`src/smc_macros.svh`:
```
// ~~~~~~~~~~~~~~~~~~~~~~~~~~~~~~~~~~~~~~~~~~~~~~~~~~~~~~~~~~
// system management controller constants
// bus address, register map, buffer size, timing divider
// ~~~~~~~~~~~~~~~~~~~~~~~~~~~~~~~~~~~~~~~~~~~~~~~~~~~~~~~~~~
`ifndef SMC_MACROS_SVH
`define SMC_MACROS_SVH

`define SMC_I2C_ADDR 7'h42          // 7-bit target address

// register numbers seen by the i2c host
`define SMCREG_KBD_BUF  8'h07       // pop keyboard scan code
`define SMCREG_KBD_STAT 8'h18       // ps2 command status
`define SMCREG_KBD_CMD  8'h19       // send ps2 command byte

`define SMC_FIFO_DEPTH_LOG2 3       // 8 entries
`define SMC_CLKS_PER_US 48          // clk6x at 48 MHz

`endif
```
`src/smc_pkg.sv`:
```
// ~~~~~~~~~~~~~~~~~~~~~~~~~~~~~~~~~~~~~~~~~~~~~~~~~~~~~~~~~~
// system management controller types
// data byte and ps2 command status codes
// ~~~~~~~~~~~~~~~~~~~~~~~~~~~~~~~~~~~~~~~~~~~~~~~~~~~~~~~~~~
package smc_pkg;

    typedef logic [7:0] smc_byte_t;

    // values as returned through register 0x18
    typedef enum logic [7:0] {
        IDLE    = 8'h00,        // nothing sent yet
        PENDING = 8'h01,        // command in flight
        ACK     = 8'hFA,        // device took the command
        ERR     = 8'hFE         // device nacked
    } ps2_cmd_stat_e;

endpackage

```
`src/smc_if.sv`:
```
// ~~~~~~~~~~~~~~~~~~~~~~~~~~~~~~~~~~~~~~~~~~~~~~~~~~~~~~~~~~
// internal links of the controller
// i2c target to register decoder, decoder to ps2 port
// ~~~~~~~~~~~~~~~~~~~~~~~~~~~~~~~~~~~~~~~~~~~~~~~~~~~~~~~~~~
interface i2c_dev_if;
    import smc_pkg::*;

    logic      devsel;          // selected, address match to stop
    logic      rw_bit;          // 1 = host reads, valid with devsel
    smc_byte_t rxbyte;          // byte written by host
    logic      rxbyte_v;        // 1T strobe
    smc_byte_t txbyte;          // next byte for host, valid while reading
    logic      txbyte_deq;      // 1T, host has taken txbyte

    modport target (output devsel, rw_bit, rxbyte, rxbyte_v, txbyte_deq, input txbyte);
    modport regs   (input devsel, rw_bit, rxbyte, rxbyte_v, txbyte_deq, output txbyte);
endinterface

interface ps2_cmd_if;
    import smc_pkg::*;

    smc_byte_t cmd;             // command byte
    logic      cmd_v;           // held until taken
    logic      busy;            // port in rx or tx
    logic      acked;           // 1T, device acked
    logic      errd;            // 1T, device nacked

    modport host (output cmd, cmd_v, input busy, acked, errd);
    modport port (input cmd, cmd_v, output busy, acked, errd);
endinterface

```
`src/smc_top.sv`:
```
// ~~~~~~~~~~~~~~~~~~~~~~~~~~~~~~~~~~~~~~~~~~~~~~~~~~~~~~~~~~
// system management controller top
// i2c target at 0x42 giving access to one ps2 keyboard
// ~~~~~~~~~~~~~~~~~~~~~~~~~~~~~~~~~~~~~~~~~~~~~~~~~~~~~~~~~~
`include "smc_macros.svh"

module smc_top (
    input  logic clk6x,                 // 48 MHz
    input  logic resetn,                // sync, active low
    input  logic i2c_sda_i,
    input  logic i2c_scl_i,
    output logic i2c_sda_drive_low_o,
    input  logic ps2k_clk_i,
    input  logic ps2k_data_i,
    output logic ps2k_clk_drive_low_o,
    output logic ps2k_data_drive_low_o
);
    import smc_pkg::*;

    i2c_dev_if dev_if ();
    ps2_cmd_if cmd_if ();

    smc_byte_t ps2k_code;
    logic      ps2k_code_v;
    smc_byte_t fifo_rdata;
    logic      fifo_empty;
    logic      fifo_full;
    logic      fifo_enq;
    logic      fifo_deq;

    i2c_target i2c_i (
        .clk6x           (clk6x),
        .resetn          (resetn),
        .sda_i           (i2c_sda_i),
        .scl_i           (i2c_scl_i),
        .sda_drive_low_o (i2c_sda_drive_low_o),
        .dev             (dev_if)
    );

    ps2_port ps2k_i (
        .clk6x                (clk6x),
        .resetn               (resetn),
        .ps2_clk_i            (ps2k_clk_i),
        .ps2_data_i           (ps2k_data_i),
        .ps2_clk_drive_low_o  (ps2k_clk_drive_low_o),
        .ps2_data_drive_low_o (ps2k_data_drive_low_o),
        .code_o               (ps2k_code),
        .code_v_o             (ps2k_code_v),
        .cmd                  (cmd_if)
    );

    scan_fifo #(.DEPTH_LOG2(`SMC_FIFO_DEPTH_LOG2)) kbdfifo_i (
        .clk6x   (clk6x),
        .resetn  (resetn),
        .wdata_i (ps2k_code),
        .wenq_i  (fifo_enq),
        .rdata_o (fifo_rdata),
        .rdeq_i  (fifo_deq),
        .full_o  (fifo_full),
        .empty_o (fifo_empty)
    );

    smc_regs regs_i (
        .clk6x        (clk6x),
        .resetn       (resetn),
        .dev          (dev_if),
        .cmd          (cmd_if),
        .code_i       (ps2k_code),
        .code_v_i     (ps2k_code_v),
        .fifo_rdata_i (fifo_rdata),
        .fifo_empty_i (fifo_empty),
        .fifo_full_i  (fifo_full),
        .fifo_enq_o   (fifo_enq),
        .fifo_deq_o   (fifo_deq)
    );

endmodule

```
`src/smc_regs.sv`:
```
// ~~~~~~~~~~~~~~~~~~~~~~~~~~~~~~~~~~~~~~~~~~~~~~~~~~~~~~~~~~
// register decoder
// maps i2c transfers onto the scan-code buffer, the command
// status and the ps2 command path
// ~~~~~~~~~~~~~~~~~~~~~~~~~~~~~~~~~~~~~~~~~~~~~~~~~~~~~~~~~~
`include "smc_macros.svh"

module smc_regs (
    input  logic               clk6x,
    input  logic               resetn,
    i2c_dev_if.regs            dev,
    ps2_cmd_if.host            cmd,
    input  smc_pkg::smc_byte_t code_i,
    input  logic               code_v_i,
    input  smc_pkg::smc_byte_t fifo_rdata_i,
    input  logic               fifo_empty_i,
    input  logic               fifo_full_i,
    output logic               fifo_enq_o,
    output logic               fifo_deq_o
);
    import smc_pkg::*;

    smc_byte_t     regnum;          // set by first written byte
    ps2_cmd_stat_e stat;
    logic [1:0]    byteidx;         // 0 regnum, 1 data, 2 ignored

    // full buffer drops the code; 0x00 would read as empty
    assign fifo_enq_o = code_v_i & ~fifo_full_i & (code_i != 8'h00);

    always_ff @(posedge clk6x)
    begin
        if (!resetn)
        begin
            dev.txbyte <= 8'hFF;
            regnum <= 8'h00;
            stat <= IDLE;
            byteidx <= '0;
            cmd.cmd_v <= 1'b0;
            fifo_deq_o <= 1'b0;
        end
        else
        begin
            fifo_deq_o <= 1'b0;
            if (cmd.cmd_v && !cmd.busy)
                cmd.cmd_v <= 1'b0;          // port took it this cycle

            if (cmd.acked)
                stat <= ACK;
            else if (cmd.errd)
                stat <= ERR;

            if (!dev.devsel)
                byteidx <= '0;              // new transfer
            else if (dev.rxbyte_v)
            begin
                if (byteidx == 2'd0)
                    regnum <= dev.rxbyte;
                else if (byteidx == 2'd1 && regnum == `SMCREG_KBD_CMD)
                begin
                    cmd.cmd <= dev.rxbyte;
                    cmd.cmd_v <= 1'b1;
                    stat <= PENDING;
                end
                if (byteidx != 2'd2)
                    byteidx <= byteidx + 2'd1;
            end

            // keep txbyte current while the host reads
            if (dev.devsel && dev.rw_bit)
            begin
                case (regnum)
                    `SMCREG_KBD_BUF:  dev.txbyte <= fifo_empty_i ? 8'h00 : fifo_rdata_i;
                    `SMCREG_KBD_STAT: dev.txbyte <= stat;
                    default:          dev.txbyte <= 8'hFF;
                endcase
                // pop only a real code, never the empty marker
                if (dev.txbyte_deq && regnum == `SMCREG_KBD_BUF && dev.txbyte != 8'h00)
                    fifo_deq_o <= 1'b1;
            end
        end
    end

endmodule

```
`src/scan_fifo.sv`:
```
// ~~~~~~~~~~~~~~~~~~~~~~~~~~~~~~~~~~~~~~~~~~~~~~~~~~~~~~~~~~
// scan-code buffer
// circular fifo, first word fall through, full and empty
// ~~~~~~~~~~~~~~~~~~~~~~~~~~~~~~~~~~~~~~~~~~~~~~~~~~~~~~~~~~
`include "smc_macros.svh"

module scan_fifo #(
    parameter int DEPTH_LOG2 = `SMC_FIFO_DEPTH_LOG2
) (
    input  logic               clk6x,
    input  logic               resetn,
    input  smc_pkg::smc_byte_t wdata_i,
    input  logic               wenq_i,
    output smc_pkg::smc_byte_t rdata_o,     // valid while empty_o low
    input  logic               rdeq_i,
    output logic               full_o,
    output logic               empty_o
);
    import smc_pkg::*;

    localparam int DEPTH = 1 << DEPTH_LOG2;

    smc_byte_t mem [DEPTH];
    logic [DEPTH_LOG2-1:0] wptr;
    logic [DEPTH_LOG2-1:0] rptr;
    logic [DEPTH_LOG2:0]   count;       // one extra bit for full

    assign rdata_o = mem[rptr];         // head, moves after a dequeue
    assign full_o  = (count == (DEPTH_LOG2 + 1)'(DEPTH));
    assign empty_o = (count == '0);

    always_ff @(posedge clk6x)
    begin
        if (wenq_i)
            mem[wptr] <= wdata_i;
    end

    always_ff @(posedge clk6x)
    begin
        if (!resetn)
        begin
            wptr <= '0;
            rptr <= '0;
            count <= '0;
        end
        else
        begin
            if (wenq_i)
                wptr <= wptr + 1'b1;    // wraps
            if (rdeq_i)
                rptr <= rptr + 1'b1;
            if (wenq_i && !rdeq_i)
                count <= count + 1'b1;
            else if (rdeq_i && !wenq_i)
                count <= count - 1'b1;
        end
    end

    a_no_ovf: assert property (@(posedge clk6x) disable iff (!resetn) full_o |-> !wenq_i);
    a_no_unf: assert property (@(posedge clk6x) disable iff (!resetn) empty_o |-> !rdeq_i);

endmodule

```
`src/ps2_port.sv`:
```
// ~~~~~~~~~~~~~~~~~~~~~~~~~~~~~~~~~~~~~~~~~~~~~~~~~~~~~~~~~~
// ps2 host port
// 1 us tick, frame receive with parity check, command
// transmit with inhibit, device ack sampling
// ~~~~~~~~~~~~~~~~~~~~~~~~~~~~~~~~~~~~~~~~~~~~~~~~~~~~~~~~~~
`include "smc_macros.svh"

module ps2_port (
    input  logic               clk6x,
    input  logic               resetn,
    input  logic               ps2_clk_i,
    input  logic               ps2_data_i,
    output logic               ps2_clk_drive_low_o,
    output logic               ps2_data_drive_low_o,
    output smc_pkg::smc_byte_t code_o,
    output logic               code_v_o,
    ps2_cmd_if.port            cmd
);
    import smc_pkg::*;

    localparam int US_W = $clog2(`SMC_CLKS_PER_US);

    typedef enum logic [1:0] {P_IDLE, P_RX, P_INHIBIT, P_TX} ps2_state_e;

    ps2_state_e  state;
    logic [US_W-1:0] us_cnt;
    logic        us_tick;
    logic [6:0]  inh_cnt;       // 100 us clock inhibit
    logic [3:0]  bitcnt;
    logic [2:0]  clk_q;         // [1] synced, [2] previous
    logic [2:0]  data_q;
    smc_byte_t   rx_sh;
    logic        rx_par;
    logic        rx_stop;
    logic        rx_done;       // frame complete, checked next cycle
    logic [9:0]  tx_sh;         // stop, parity, data lsb first

    wire clk_fall = clk_q[2] & ~clk_q[1];
    wire data_s   = data_q[1];

    assign cmd.busy = (state != P_IDLE);

    always_ff @(posedge clk6x)
    begin
        if (!resetn)
        begin
            us_cnt <= '0;
            us_tick <= 1'b0;
        end
        else if (us_cnt == US_W'(`SMC_CLKS_PER_US - 1))
        begin
            us_cnt <= '0;
            us_tick <= 1'b1;
        end
        else
        begin
            us_cnt <= us_cnt + 1'b1;
            us_tick <= 1'b0;
        end
    end

    always_ff @(posedge clk6x)
    begin
        if (!resetn)
        begin
            clk_q <= '1;
            data_q <= '1;
            state <= P_IDLE;
            bitcnt <= '0;
            ps2_clk_drive_low_o <= 1'b0;
            ps2_data_drive_low_o <= 1'b0;
            rx_done <= 1'b0;
            code_v_o <= 1'b0;
            cmd.acked <= 1'b0;
            cmd.errd <= 1'b0;
        end
        else
        begin
            clk_q <= {clk_q[1:0], ps2_clk_i};
            data_q <= {data_q[1:0], ps2_data_i};
            rx_done <= 1'b0;
            cmd.acked <= 1'b0;
            cmd.errd <= 1'b0;
            // good frame: stop high, odd parity over data+parity
            code_v_o <= rx_done & rx_stop & (^{rx_sh, rx_par});
            code_o <= rx_sh;

            case (state)
                P_IDLE:
                    if (cmd.cmd_v)
                    begin
                        tx_sh <= {1'b1, ~^cmd.cmd, cmd.cmd};
                        inh_cnt <= '0;
                        ps2_clk_drive_low_o <= 1'b1;    // inhibit device
                        state <= P_INHIBIT;
                    end
                    else if (clk_fall && !data_s)
                    begin
                        bitcnt <= '0;                   // start bit seen
                        state <= P_RX;
                    end
                P_RX:
                    if (clk_fall)
                    begin
                        bitcnt <= bitcnt + 4'd1;
                        if (bitcnt < 4'd8)
                            rx_sh <= {data_s, rx_sh[7:1]};  // lsb first
                        else if (bitcnt == 4'd8)
                            rx_par <= data_s;
                        else
                        begin
                            rx_stop <= data_s;
                            rx_done <= 1'b1;
                            state <= P_IDLE;
                        end
                    end
                P_INHIBIT:
                    if (us_tick)
                    begin
                        inh_cnt <= inh_cnt + 7'd1;
                        if (inh_cnt == 7'd99)
                        begin
                            ps2_data_drive_low_o <= 1'b1;   // start bit
                            ps2_clk_drive_low_o <= 1'b0;    // device clocks now
                            bitcnt <= '0;
                            state <= P_TX;
                        end
                    end
                P_TX:
                    if (clk_fall)
                    begin
                        if (bitcnt != 4'd10)
                        begin
                            ps2_data_drive_low_o <= ~tx_sh[0];
                            tx_sh <= {1'b0, tx_sh[9:1]};
                            bitcnt <= bitcnt + 4'd1;
                        end
                        else
                        begin
                            // ack slot, device pulls data low
                            cmd.acked <= ~data_s;
                            cmd.errd <= data_s;
                            state <= P_IDLE;
                        end
                    end
                default: state <= P_IDLE;
            endcase
        end
    end

    // result pulses exclusive, both lines released once the stop bit went out
    a_ack_excl: assert property (@(posedge clk6x) disable iff (!resetn)
        (cmd.acked || cmd.errd) |->
            !(cmd.acked && cmd.errd) && !ps2_data_drive_low_o && !ps2_clk_drive_low_o);

endmodule

```
`src/i2c_target.sv`:
```
// ~~~~~~~~~~~~~~~~~~~~~~~~~~~~~~~~~~~~~~~~~~~~~~~~~~~~~~~~~~
// i2c target bit engine
// start/stop detect, address match, byte rx and tx with ack
// ~~~~~~~~~~~~~~~~~~~~~~~~~~~~~~~~~~~~~~~~~~~~~~~~~~~~~~~~~~
`include "smc_macros.svh"

module i2c_target (
    input  logic      clk6x,
    input  logic      resetn,
    input  logic      sda_i,
    input  logic      scl_i,
    output logic      sda_drive_low_o,      // 1 = pull sda low
    i2c_dev_if.target dev
);
    import smc_pkg::*;

    typedef enum logic [2:0] {
        S_IDLE,         // not addressed, wait for start
        S_ADDR,         // shifting address byte
        S_AACK,         // address ack slot
        S_RX,           // host writes
        S_RACK,         // our ack after rx byte
        S_TX,           // host reads
        S_TACK,         // host ack slot
        S_TLOAD         // wait for fall, then next byte
    } i2c_state_e;

    i2c_state_e state;
    logic [2:0] scl_q;      // [1] synced, [2] previous
    logic [2:0] sda_q;
    logic [2:0] bitcnt;
    smc_byte_t  shreg;

    wire scl_s     = scl_q[1];
    wire sda_s     = sda_q[1];
    wire scl_rise  = scl_q[1] & ~scl_q[2];
    wire scl_fall  = ~scl_q[1] & scl_q[2];
    // sda moves while scl high
    wire start_det = scl_s & scl_q[2] & sda_q[2] & ~sda_q[1];
    wire stop_det  = scl_s & scl_q[2] & ~sda_q[2] & sda_q[1];

    always_ff @(posedge clk6x)
    begin
        if (!resetn)
        begin
            scl_q <= '1;                // bus idle high
            sda_q <= '1;
            state <= S_IDLE;
            bitcnt <= '0;
            sda_drive_low_o <= 1'b0;
            dev.devsel <= 1'b0;
            dev.rw_bit <= 1'b0;
            dev.rxbyte_v <= 1'b0;
            dev.txbyte_deq <= 1'b0;
        end
        else
        begin
            scl_q <= {scl_q[1:0], scl_i};
            sda_q <= {sda_q[1:0], sda_i};
            dev.rxbyte_v <= 1'b0;
            dev.txbyte_deq <= 1'b0;

            if (start_det)
            begin
                // also a repeated start
                state <= S_ADDR;
                bitcnt <= '0;
                sda_drive_low_o <= 1'b0;
                dev.devsel <= 1'b0;
            end
            else if (stop_det)
            begin
                state <= S_IDLE;
                sda_drive_low_o <= 1'b0;
                dev.devsel <= 1'b0;
            end
            else
            begin
                case (state)
                    S_ADDR:
                        if (scl_rise)
                        begin
                            shreg <= {shreg[6:0], sda_s};
                            bitcnt <= bitcnt + 3'd1;
                            if (bitcnt == 3'd7)
                            begin
                                // shreg[6:0] is the address, sda is r/w
                                if (shreg[6:0] == `SMC_I2C_ADDR)
                                begin
                                    dev.devsel <= 1'b1;
                                    dev.rw_bit <= sda_s;
                                    state <= S_AACK;
                                end
                                else
                                    state <= S_IDLE;    // not us
                            end
                        end
                    S_AACK, S_RACK:
                        if (scl_fall)
                        begin
                            if (!sda_drive_low_o)
                                sda_drive_low_o <= 1'b1;    // ack slot opens
                            else if (state == S_AACK && dev.rw_bit)
                            begin
                                shreg <= {dev.txbyte[6:0], 1'b0};
                                sda_drive_low_o <= ~dev.txbyte[7];  // msb out
                                bitcnt <= '0;
                                state <= S_TX;
                            end
                            else
                            begin
                                sda_drive_low_o <= 1'b0;
                                bitcnt <= '0;
                                state <= S_RX;
                            end
                        end
                    S_RX:
                        if (scl_rise)
                        begin
                            shreg <= {shreg[6:0], sda_s};
                            bitcnt <= bitcnt + 3'd1;
                            if (bitcnt == 3'd7)
                            begin
                                dev.rxbyte <= {shreg[6:0], sda_s};
                                dev.rxbyte_v <= 1'b1;
                                state <= S_RACK;
                            end
                        end
                    S_TX:
                        if (scl_fall)
                        begin
                            sda_drive_low_o <= ~shreg[7];
                            shreg <= {shreg[6:0], 1'b0};
                        end
                        else if (scl_rise)
                        begin
                            bitcnt <= bitcnt + 3'd1;
                            if (bitcnt == 3'd7)
                                state <= S_TACK;
                        end
                    S_TACK:
                        if (scl_fall)
                            sda_drive_low_o <= 1'b0;    // let host drive ack
                        else if (scl_rise)
                        begin
                            dev.txbyte_deq <= 1'b1;     // byte consumed, ack or nack
                            state <= sda_s ? S_IDLE : S_TLOAD;
                        end
                    S_TLOAD:
                        if (scl_fall)
                        begin
                            shreg <= {dev.txbyte[6:0], 1'b0};
                            sda_drive_low_o <= ~dev.txbyte[7];
                            bitcnt <= '0;
                            state <= S_TX;
                        end
                    default: ;
                endcase
            end
        end
    end

    // strobes only inside a selected transfer
    a_strobe_sel: assert property (@(posedge clk6x) disable iff (!resetn)
        (dev.rxbyte_v || dev.txbyte_deq) |-> dev.devsel);

endmodule

```
`config.mk`:
```
export PLATFORM = sky130hd
export DESIGN_NAME = smc_top
export DESIGN_NICKNAME = d
export VERILOG_FILES = /design/src/smc_pkg.sv /design/src/smc_if.sv /design/src/smc_top.sv /design/src/smc_regs.sv /design/src/scan_fifo.sv /design/src/ps2_port.sv /design/src/i2c_target.sv
export VERILOG_INCLUDE_DIRS = /design/src
export SDC_FILE = /design/constraint.sdc
export NUM_CORES = 1
export LEC_CHECK = 0
export BUFFER_PORTS_ARGS = -buffer_cell sky130_fd_sc_hd__buf_2
export CAP_MARGIN = 15
export CORE_MARGIN = 1.5
export CORE_UTILIZATION = 45
export DETAILED_ROUTE_END_ITERATION = 10
export PLACE_DENSITY = 0.68
export SYNTH_ARGS = -nofsm -noshare
export SYNTH_HDL_FRONTEND = slang
export SYNTH_SLANG_ARGS = --single-unit
```
`constraint.sdc`:
```
create_clock -name clk6x -period 6.05 [get_ports clk6x]
set_input_delay 0.605 -clock clk6x [delete_from_list [all_inputs] [get_ports clk6x]]
set_output_delay 0.605 -clock clk6x [all_outputs]
set_load 0.05 [all_outputs]
```
### Yosys cells after proc, flatten, opt, wreduce, memory -nomap -nowiden

Memories as Yosys holds them, arrays and structs flattened. A register that Yosys moved wholly into a read port is not among the register bits.
Index checks and enable logic that the tools add are counted.

| storage, ports and cells | value |
|---|---|
| bits in registers | 138 |
| memory bits (writable) | 64 |
| input port bits | 6 |
| memories kept | 1 |

Memory list:

| name | depth | width | read ports | clocked after memory_dff | write ports | RTL line | RTL |
|---|---|---|---|---|---|---|---|
| kbdfifo_i.mem | 8 | 8 | 1 | 1 | 1 | scan_fifo.sv:23 | `smc_byte_t mem [DEPTH];` |

| operators by class | value |
|---|---|
| add/subtract/negate cells | 9 |
| reductions and logical operators | 60 |
| multiplexer cells | 96 |
| $lt $le $gt $ge | 1 |
| bitwise gates (word level) | 34 |
| equality and inequality tests | 62 |

Operator list:

| kind | number |
|---|---|
| 8-bit 2-to-1 mux | 13 |
| 3-bit 2-to-1 mux | 21 |
| 2-bit by 1-bit != test with 1-bit output (second input constant) | 21 |
| 4-bit by 1-bit != test with 1-bit output (second input constant) | 10 |
| 4-bit 2-to-1 mux | 9 |
| 8-bit case mux with 4 select lines | 1 |
| 10-bit 2-to-1 mux | 3 |
| 5-bit AND reduction | 6 |
| 1-bit 2-to-1 mux | 27 |
| 13-bit AND reduction | 2 |
| 8-bit nonzero test | 3 |
| 1-bit inverter | 22 |
| 2-bit 2-to-1 mux | 10 |
| 10-bit case mux with 2 select lines | 1 |
| 3-bit case mux with 6 select lines | 1 |
| 6-bit AND reduction | 3 |
| 8-bit by 5-bit equality test with 1-bit output (second input constant) | 2 |
| 4-bit case mux with 4 select lines | 1 |
| 8-bit case mux with 2 select lines | 1 |
| 4-bit AND reduction | 4 |
| 3-bit equality test (second input constant) | 5 |
| 7-bit equality test (second input constant) | 2 |
| 7-bit 2-to-1 mux | 2 |
| 2-bit != test (second input constant) | 7 |
| 40 further kinds | 85 |

### Depth between registers and ports, before layout

Gate-level depths: netlist of the first run.

| depth | value |
|---|---|
| word-level depth | 8 |
| depth in mapped cells | 12 |
| gate-level depth less buffers | 12 |

### Hierarchy

Synthesis of the first run repeated with hierarchy kept, for this count alone.

| second synthesis, totals | value |
|---|---|
| cells, all modules | 636 |
| area total of the unflattened synthesis | 8568.2 um^2 |

By module, submodules not included:

| module | instances | cells an instance | area an instance (um^2) |
|---|---|---|---|
| scan_fifo | 1 | 162 | 3113.0 |
| ps2_port | 1 | 201 | 2501.1 |
| i2c_target | 1 | 141 | 1554.0 |
| smc_regs | 1 | 132 | 1400.1 |

### Worst setup path before layout of the first run

Ideal clock, no wire load.

| path | value |
|---|---|
| path kind | register to register |
| start | register i2c_i.sda_drive_low_o |
| end | register i2c_i.shreg[0] (enable) |
| setup slack | 3.288 ns |
| arrival time | 2.343 ns |
| cell stages (with the launch flop) | 3 |
| path buffers | 0 |
| library setup time | 0.420 ns |
| cells stage by stage | dfxtp_1 -> a31oi_4 -> a2111oi_0 |

| between the ends | value |
|---|---|
| cells in the longest elaborated chain, start to end | 2 |

RTL lines:

| element | RTL line | RTL |
|---|---|---|
| start: declaration | i2c_target.sv:12 | `output logic sda_drive_low_o,` |
| start signal: assignment | i2c_target.sv:106 | `sda_drive_low_o <= ~dev.txbyte[7];` |
| start signal: assignment | i2c_target.sv:132 | `sda_drive_low_o <= ~shreg[7];` |
| start signal: assignment | i2c_target.sv:153 | `sda_drive_low_o <= ~dev.txbyte[7];` |
| 2-bit by 1-bit != test with 1-bit output (no source line) | n/a |  |
| 10-bit AND reduction (no source line) | n/a |  |
| end signal: assignment | i2c_target.sv:83 | `shreg <= {shreg[6:0], sda_s};` |
| end signal: assignment | i2c_target.sv:105 | `shreg <= {dev.txbyte[6:0], 1'b0};` |
| end signal: assignment | i2c_target.sv:120 | `shreg <= {shreg[6:0], sda_s};` |
| end: declaration | i2c_target.sv:32 | `smc_byte_t shreg;` |

Every way passes these cells.
A chain may end at the register's enable or synchronous reset.

### Worst setup path in the final report of the first run

| path | value |
|---|---|
| start | register ps2k_i.code_o[4] |
| end | register kbdfifo_i.count[3] |

| between the ends | value |
|---|---|
| cells in the longest elaborated chain, start to end | 5 |
| elaborated cells between the ends (all ways) | 7 |

RTL lines:

| element | RTL line | RTL |
|---|---|---|
| start: declaration | ps2_port.sv:15 | `output smc_pkg::smc_byte_t code_o,` |
| start signal: assignment | ps2_port.sv:86 | `code_o <= rx_sh;` |
| 8-bit nonzero test * | smc_regs.sv:28 | `assign fifo_enq_o = code_v_i & ~fifo_full_i & (code_i != 8'h00);` |
| 1-bit AND * | smc_regs.sv:28 |  |
| via fifo_enq | smc_top.sv:28 | `logic fifo_enq;` |
| 1-bit logical NOT | scan_fifo.sv:54 | `else if (rdeq_i && !wenq_i)` |
| 1-bit logical AND | scan_fifo.sv:54 |  |
| 2-bit nonzero test (no source line) | n/a |  |
| end signal: assignment | scan_fifo.sv:53 | `count <= count + 1'b1;` |
| end signal: assignment | scan_fifo.sv:55 | `count <= count - 1'b1;` |
| end: declaration | scan_fifo.sv:26 | `logic [DEPTH_LOG2:0] count;` |

Mark *: on every way through the listed nets, which the timed path passes. The rest lies on a longest branch.

==> results of run 1 <==
area by class of cell:
class	instances	area [um^2]	area share [%]
Inverter	20	75.1	0.790
Sequential cell	205	5340	56.1
Tap cell	234	293	3.08
Clock buffer	26	608	6.40
Clock inverter	14	178	1.87
Timing Repair Buffer	17	108	1.13
Multi-Input combinational cell	409	2910	30.6
worst paths after layout:
path,to,slack (ns),startpoint,depth (start not counted)
min reg2reg,i2c_i.scl_q[1],0.40,i2c_i.scl_q[0],1
max reg2reg,kbdfifo_i.count[3],3.01,ps2k_i.code_o[4],12
max,kbdfifo_i.count[3],3.01,ps2k_i.code_o[4],12
min,ps2k_i.data_q[0],0.29,ps2k_data_i,2
through the flow:
stage                     hold slack (ns)  setup WS (ns)
final                               0.285           3.01
after global routing                0.280           2.80
after CTS                           0.274           2.99
after detailed placement            0.391           2.78
after global placement              0.390           2.99
after floorplan                     0.386           3.29
worst reg2reg max path, stage by stage (launching register included):
cell,delay [ns]
edfxtp_1,0.51
nor4_1,0.44
a21oi_1,0.12
nand2_1,0.18
inv_1,0.14
ha_1,0.25
inv_1,0.13
ha_1,0.26
a21o_1,0.18
a21oi_1,0.19
xnor2_1,0.10
or3_1,0.31
a21oi_1,0.16
synthesized netlist by cell type (11+ instances only):
cell type	instances
a21oi_1	27
clkbuf_1	18
dfxtp_1	82
edfxtp_1	123
ha_1	15
inv_1	19
mux2i_1	25
mux4_2	16
nand2_1	52
nand2b_1	18
nand3_1	22
nor2_1	62
nor3_1	11
o211ai_1	16
o21ai_0	21
xnor2_1	20
xor2_1	12
placed cells by master (no fill, tap or decap), drive strengths merged, types with 12 or more instances in the layout:
master / count
clkbuf: 26
buf: 17
nor2: 62
xor2: 12
nand3: 22
edfxtp: 123
inv: 21
o21ai: 22
dfxtp: 82
a21oi: 27
o211ai: 16
mux4: 16
ha: 15
mux2i: 25
nand2: 53
nand2b: 18
nor3: 12
xnor2: 20
where the power goes:
part	leakage (nW)	total, mW	switching, mW	internal [mW]
sequential	1.74	1.50	0.0200	1.48
combinational	1.16	0.0690	0.0425	0.0265
clock	0.386	1.42	0.525	0.891
cells by family (layout without fill, tap and decap cells):
kind of cell,count (synthesis),after routing,synth area share (%)
xor gates and xnor gates,32,32,3.30
and+or+nand+nor,218,218,12.8
muxes,48,48,8.13
DFF,205,205,62.9
buffers and inverters,49,77,2.92
adders and majority gates,16,16,2.45
AOI/OAI and AO/OA,95,95,7.51
metal layers:
metal  track usage (%)  share of wire (%)
met5                 0                  0
met4              5.71                2.5
met3              2.22                4.7
met2              28.5                 50
met1              21.3                 43
==> flow_metrics.py, run 1 <==
metrics = {
    "status": {
        "status": "complete, no violations",
    },
    "final_layout": {
        "fin_util_pct": 51.1,
        "stdcell_area_um2": 9500,
        "largestRegisters": "kbdfifo_i.mem (64), ps2k_i.tx_sh (10)",
        "nNetsFinal": 697,
        "fill_cells": 1538,
        "final_cells": 925,
        "diodes": 0,
        "largest_reg_flops": 64,
        "top_register": "kbdfifo_i.mem",
        "syn_to_final_growth_pct": 12.0,
        "drive_gt1_share_pct": 12.7,
    },
    "logic_synthesis": {
        "netlist_instances": 663,
        "synth.area.top_cells": "edfxtp_1 44%, dfxtp_1 19%, mux4_2 4.2%, mux2i_1 2.9%, nor2_1 2.7%",
        "syn_area_um2": 8480,
        "seq_area_frac_synth_pct": 62.9,
        "yosys_warnings": 0,
        "postSynthAreaPerCell_um2": 12.8,
        "ys_types": 64,
        "synthFlopType": "edfxtp_1",
        "synth_fp_nets": 685,
        "synth_seq_cells": 205,
        "async_reset_ff_share_pct": 0,
        "yosysTopAreaCellShare_pct": 43.5,
        "synth_enable_flop_cells": 123,
        "synth_top_area_cell": "edfxtp_1",
    },
    "global_route": {
        "grt.overflow.total": 0,
        "grt_pass1_wl_um": 25900,
        "antenna_found_initial": 0,
        "grt_max_degree": 43,
        "first_global_vias": 5060,
        "grt_usage_pct": 16.5,
    },
    "timing": {
        "finalSetupViolations": 0,
        "fmax_mhz": 328,
        "slew_viol_final": 0,
        "min_period_ns": 3.04,
        "clock-skew-final_ns": 0.0115,
        "post-route-period-util_pct": 50.3,
        "tns_ns": 0,
        "hold_viol_final": 0,
        "tightestPinTransition_ns": 1.02,
        "slew_headroom_pct": 32.0,
        "rsz0062_at_grt": "no",
    },
    "placement": {
        "dp.cells": 885,
        "io_buffers": 8,
        "hpwlAfterDp_um": 10700,
        "dpl_cell_area_um2": 8710,
        "place.gp.congestion": 0.823,
    },
    "drt": {
        "via_per_inst": 5.46,
        "first_pass_iters": 5,
        "avgRoutedWirePerCell_um": 16.9,
        "antenna_left": 0,
        "wl_um": 15600,
        "drt-initial-drc-count": 353,
        "via_count": 5055,
        "drc": 0,
    },
    "clock_tree": {
        "path_clk_slew_ns": 0.06,
        "cts_sinks": 205,
        "clock_latency_ns": 0.50,
        "max-clock-path-buffers": 3,
        "cts_hold_buf": 0,
        "post_cts_buffers": 0,
        "root_buffer": "clkbuf_16",
        "post_cts_resized": 0,
        "cts_buffers": 22,
        "htree_levels": 1,
        "cts_tree": "yes",
    },
    "flow_run": {
        "maxCapViolCount": 0,
    },
    "setup_path": {
        "endpoint_kind": "flip-flop",
        "critPathKind": "flip-flop to flip-flop",
        "path_delay_family": "simple AND/OR/NAND/NOR gates",
        "cp_common_cell": "a21oi_1",
        "required_ns": 6.47,
        "worst_setup_path_start_kind": "flip-flop",
        "crit_chain": "nor4_1, a21oi_1, nand2_1, inv_1, ha_1, inv_1, ha_1, a21o_1, a21oi_1, xnor2_1, or3_1, a21oi_1",
        "cp_slowest_cell": "edfxtp_1",
        "crit_fanout": 9,
        "arrival_ns": 3.46,
        "critPathMaxStageDelay_ns": 0.51,
        "crit_buf_inv": 2,
    },
    "die": {
        "core_um2": 18600,
        "die_h_um": 140,
        "row_count": 50,
        "start_util_pct": 45.7,
        "fp.dieW_um": 140,
        "ios": 9,
        "dieArea_um2": 19700,
    },
    "power_and_ir_drop": {
        "power.density_nw_per_um2": 314,
        "power_mw": 2.99,
        "p_leak_nw": 3.29,
        "irDropWorstVdd_uv": 199,
    },
    "worst_hold_path": {
        "hp-class": "primary input to flip-flop",
    },
}
Power figures use the tool's default switching activity.
==> run 2, diff against run 1 <==
- clock period: 6.05 -> 3.05 ns (I/O delays scaled with it)
==> run 2 against run 1 <==
Sequential power rose by 99%. Clock power rose by 61%. Clock skew barely moved. Global-route usage rose by 0.60 points. Non-clock buffer count rose by 12. Setup slack got worse by 2.8 ns. Count of clock-buffer cells in the layout fell by 2. Sequential share of layout area rose by 0.45 points. Sequential cell count did not move. Final area fell by 0.79%.
==> flow_metrics.py, run 2 (synthesis results as in run 1) <==
metrics = {
    "setup_path": {
        "cp_common_cell": "a21oi_1",
        "crit_buf_inv": 2,
        "arrival_ns": 3.25,
        "endpoint_kind": "flip-flop",
        "critPathMaxStageDelay_ns": 0.51,
        "crit_chain": "nor4_2, a21oi_1, nand2_1, inv_1, ha_1, inv_1, ha_1, a21o_1, a21oi_1, xnor2_1, or3_1, a21oi_1",
        "path_delay_family": "simple AND/OR/NAND/NOR gates",
        "worst_setup_path_start_kind": "flip-flop",
        "critPathKind": "flip-flop to flip-flop",
        "cp_slowest_cell": "edfxtp_1",
        "crit_fanout": 9,
        "required_ns": 3.46,
    },
    "clock_tree": {
        "clock_latency_ns": 0.49,
        "path_clk_slew_ns": 0.06,
        "root_buffer": "clkbuf_16",
        "max-clock-path-buffers": 3,
        "cts_tree": "yes",
        "htree_levels": 1,
        "post_cts_buffers": 0,
        "cts_sinks": 205,
        "cts_buffers": 21,
    },
    "final_layout": {
        "multi_input_area_um2": 2910,
        "syn_to_final_growth_pct": 11.1,
        "largest_reg_flops": 64,
        "largestRegisters": "kbdfifo_i.mem (64), ps2k_i.tx_sh (10)",
        "stdcell_area_um2": 9430,
        "drive_gt1_share_pct": 12.8,
        "fill_cells": 1553,
        "top_register": "kbdfifo_i.mem",
        "diodes": 0,
        "nNetsFinal": 708,
        "ff_latch_area_um2": 5340,
        "mostFrequentLayoutCells": "123 x edfxtp_1, 82 x dfxtp_1, 62 x nor2_1, 52 x nand2_1, 27 x a21oi_1",
        "final_common_cell": "edfxtp_1",
    },
    "flow_run": {
        "maxCapViolCount": 0,
    },
    "timing": {
        "fmax_mhz": 353,
        "finalSetupViolations": 0,
        "post-route-period-util_pct": 93.0,
        "tns_ns": 0,
        "rsz0062_at_grt": "no",
        "hold_viol_final": 0,
        "slew_headroom_pct": 37.3,
        "slew_viol_final": 0,
        "worst_slack_ns": 0.214,
        "clock-skew-final_ns": 0.0114,
        "min_period_ns": 2.84,
        "whs_ns": 0.295,
        "tightestPinTransition_ns": 0.933,
    },
    "worst_hold_path": {
        "hp-class": "primary input to flip-flop",
    },
    "die": {
        "row_count": 50,
        "dieArea_um2": 19700,
        "die_h_um": 140,
        "core_um2": 18600,
        "ios": 9,
        "fp.dieW_um": 140,
        "start_util_pct": 45.7,
    },
    "drt": {
        "drc": 0,
        "avgRoutedWirePerCell_um": 17.3,
        "drt-initial-drc-count": 302,
        "first_pass_iters": 5,
        "wl_um": 16200,
        "antenna_left": 0,
        "via_count": 5103,
        "via_per_inst": 5.48,
    },
    "power_and_ir_drop": {
        "power_mw": 5.41,
        "p_leak_nw": 3.26,
        "power.density_nw_per_um2": 574,
        "irDropWorstVdd_uv": 422,
    },
    "placement": {
        "hpwlAfterDp_um": 11200,
        "place.gp.congestion": 0.802,
        "dpl_cell_area_um2": 8770,
        "io_buffers": 8,
        "place_ws_ns": 0.127,
    },
    "global_route": {
        "first_global_vias": 5213,
        "grt.overflow.total": 0,
        "antenna_found_initial": 0,
        "grt_usage_pct": 17.1,
        "grt_max_degree": 31,
        "grt_pass1_wl_um": 26700,
    },
    "status": {
        "status": "complete, no violations",
    },
}
[run 2: cell count changes in the layout (fill, tap and decap cells not counted), moves of 2 or more]
cell | before | now
clkinv_1 | 2 | 5
dlygate4sd3_1 | 0 | 4
buf_4 | 9 | 17
clkbuf_8 | 0 | 2
clkbuf_16 | 24 | 21
bufinv_16 | 4 | 0
[run 2: layout make-up]
cell class	count	area share [%]
Sequential cell	205	56.6
Clock inverter	11	0.557
Inverter	20	0.796
Multi-Input combinational cell	409	30.8
Clock buffer	24	5.91
Tap cell	234	3.11
Timing Repair Buffer	29	2.20
[run 2: what timing repair did]
| action | 4_1_cts | 5_1_grt |
|---|---|---|
| endpoints found under the setup margin | 0 | 1 |
| endpoints found under the hold margin | 4 | 0 |
| gates resized for setup | 0 | 1 |
| hold buffers | 4 | 0 |
[run 2: worst register-to-register path, stage by stage (launching register included)]
cell and delay [ns]:
edfxtp_1 0.51, nor4_2 0.38, a21oi_1 0.13, nand2_1 0.11, inv_1 0.10, ha_1 0.24
inv_1 0.13, ha_1 0.26, a21o_1 0.18, a21oi_1 0.18, xnor2_1 0.09, or3_1 0.31
a21oi_1 0.15
[run 2: path summary, 6_finish.rpt]
path,cells past startpoint,startpoint,slack (ns),endpoint
worst max-delay path,12,ps2k_i.code_o[4],0.21,kbdfifo_i.count[3]
worst min-delay path,2,resetn,0.30,i2c_i.sda_q[0]
worst max register to register,12,ps2k_i.code_o[4],0.21,kbdfifo_i.count[3]
worst min register to register,1,i2c_i.sda_q[0],0.41,i2c_i.sda_q[1]
[run 2: layer usage]
metal | share of wire [%] | up-vias | global-route usage [%] | wire length [um]
met2 | 51 | 116 | 30.0 | 8190
li1 | - | 2467 | - | -
met3 | 4.8 | 30 | 2.56 | 781
met1 | 42 | 2490 | 21.6 | 6840
met4 | 2.2 | 0 | 5.71 | 355
met5 | 0 | - | 0 | 0
[run 2: power by group]
group | leakage (nW) | switching [mW] | internal [mW]
Combinational | 1.21 | 0.0856 | 0.0569
Sequential | 1.74 | 0.0401 | 2.94
Clock | 0.306 | 0.991 | 1.30
[run 2: stage by stage]
| stage | cells | utilization (%) |
|---|---|---|
| 4_1_cts | 932 | 50.7 |
| 6_report | 932 | 50.7 |
| 3_5_place_dp | 893 | 47.2 |
| 5_1_grt | 932 | 50.7 |
| 2_1_floorplan | 663 | - |
| 3_3_place_gp | 893 | 47.2 |
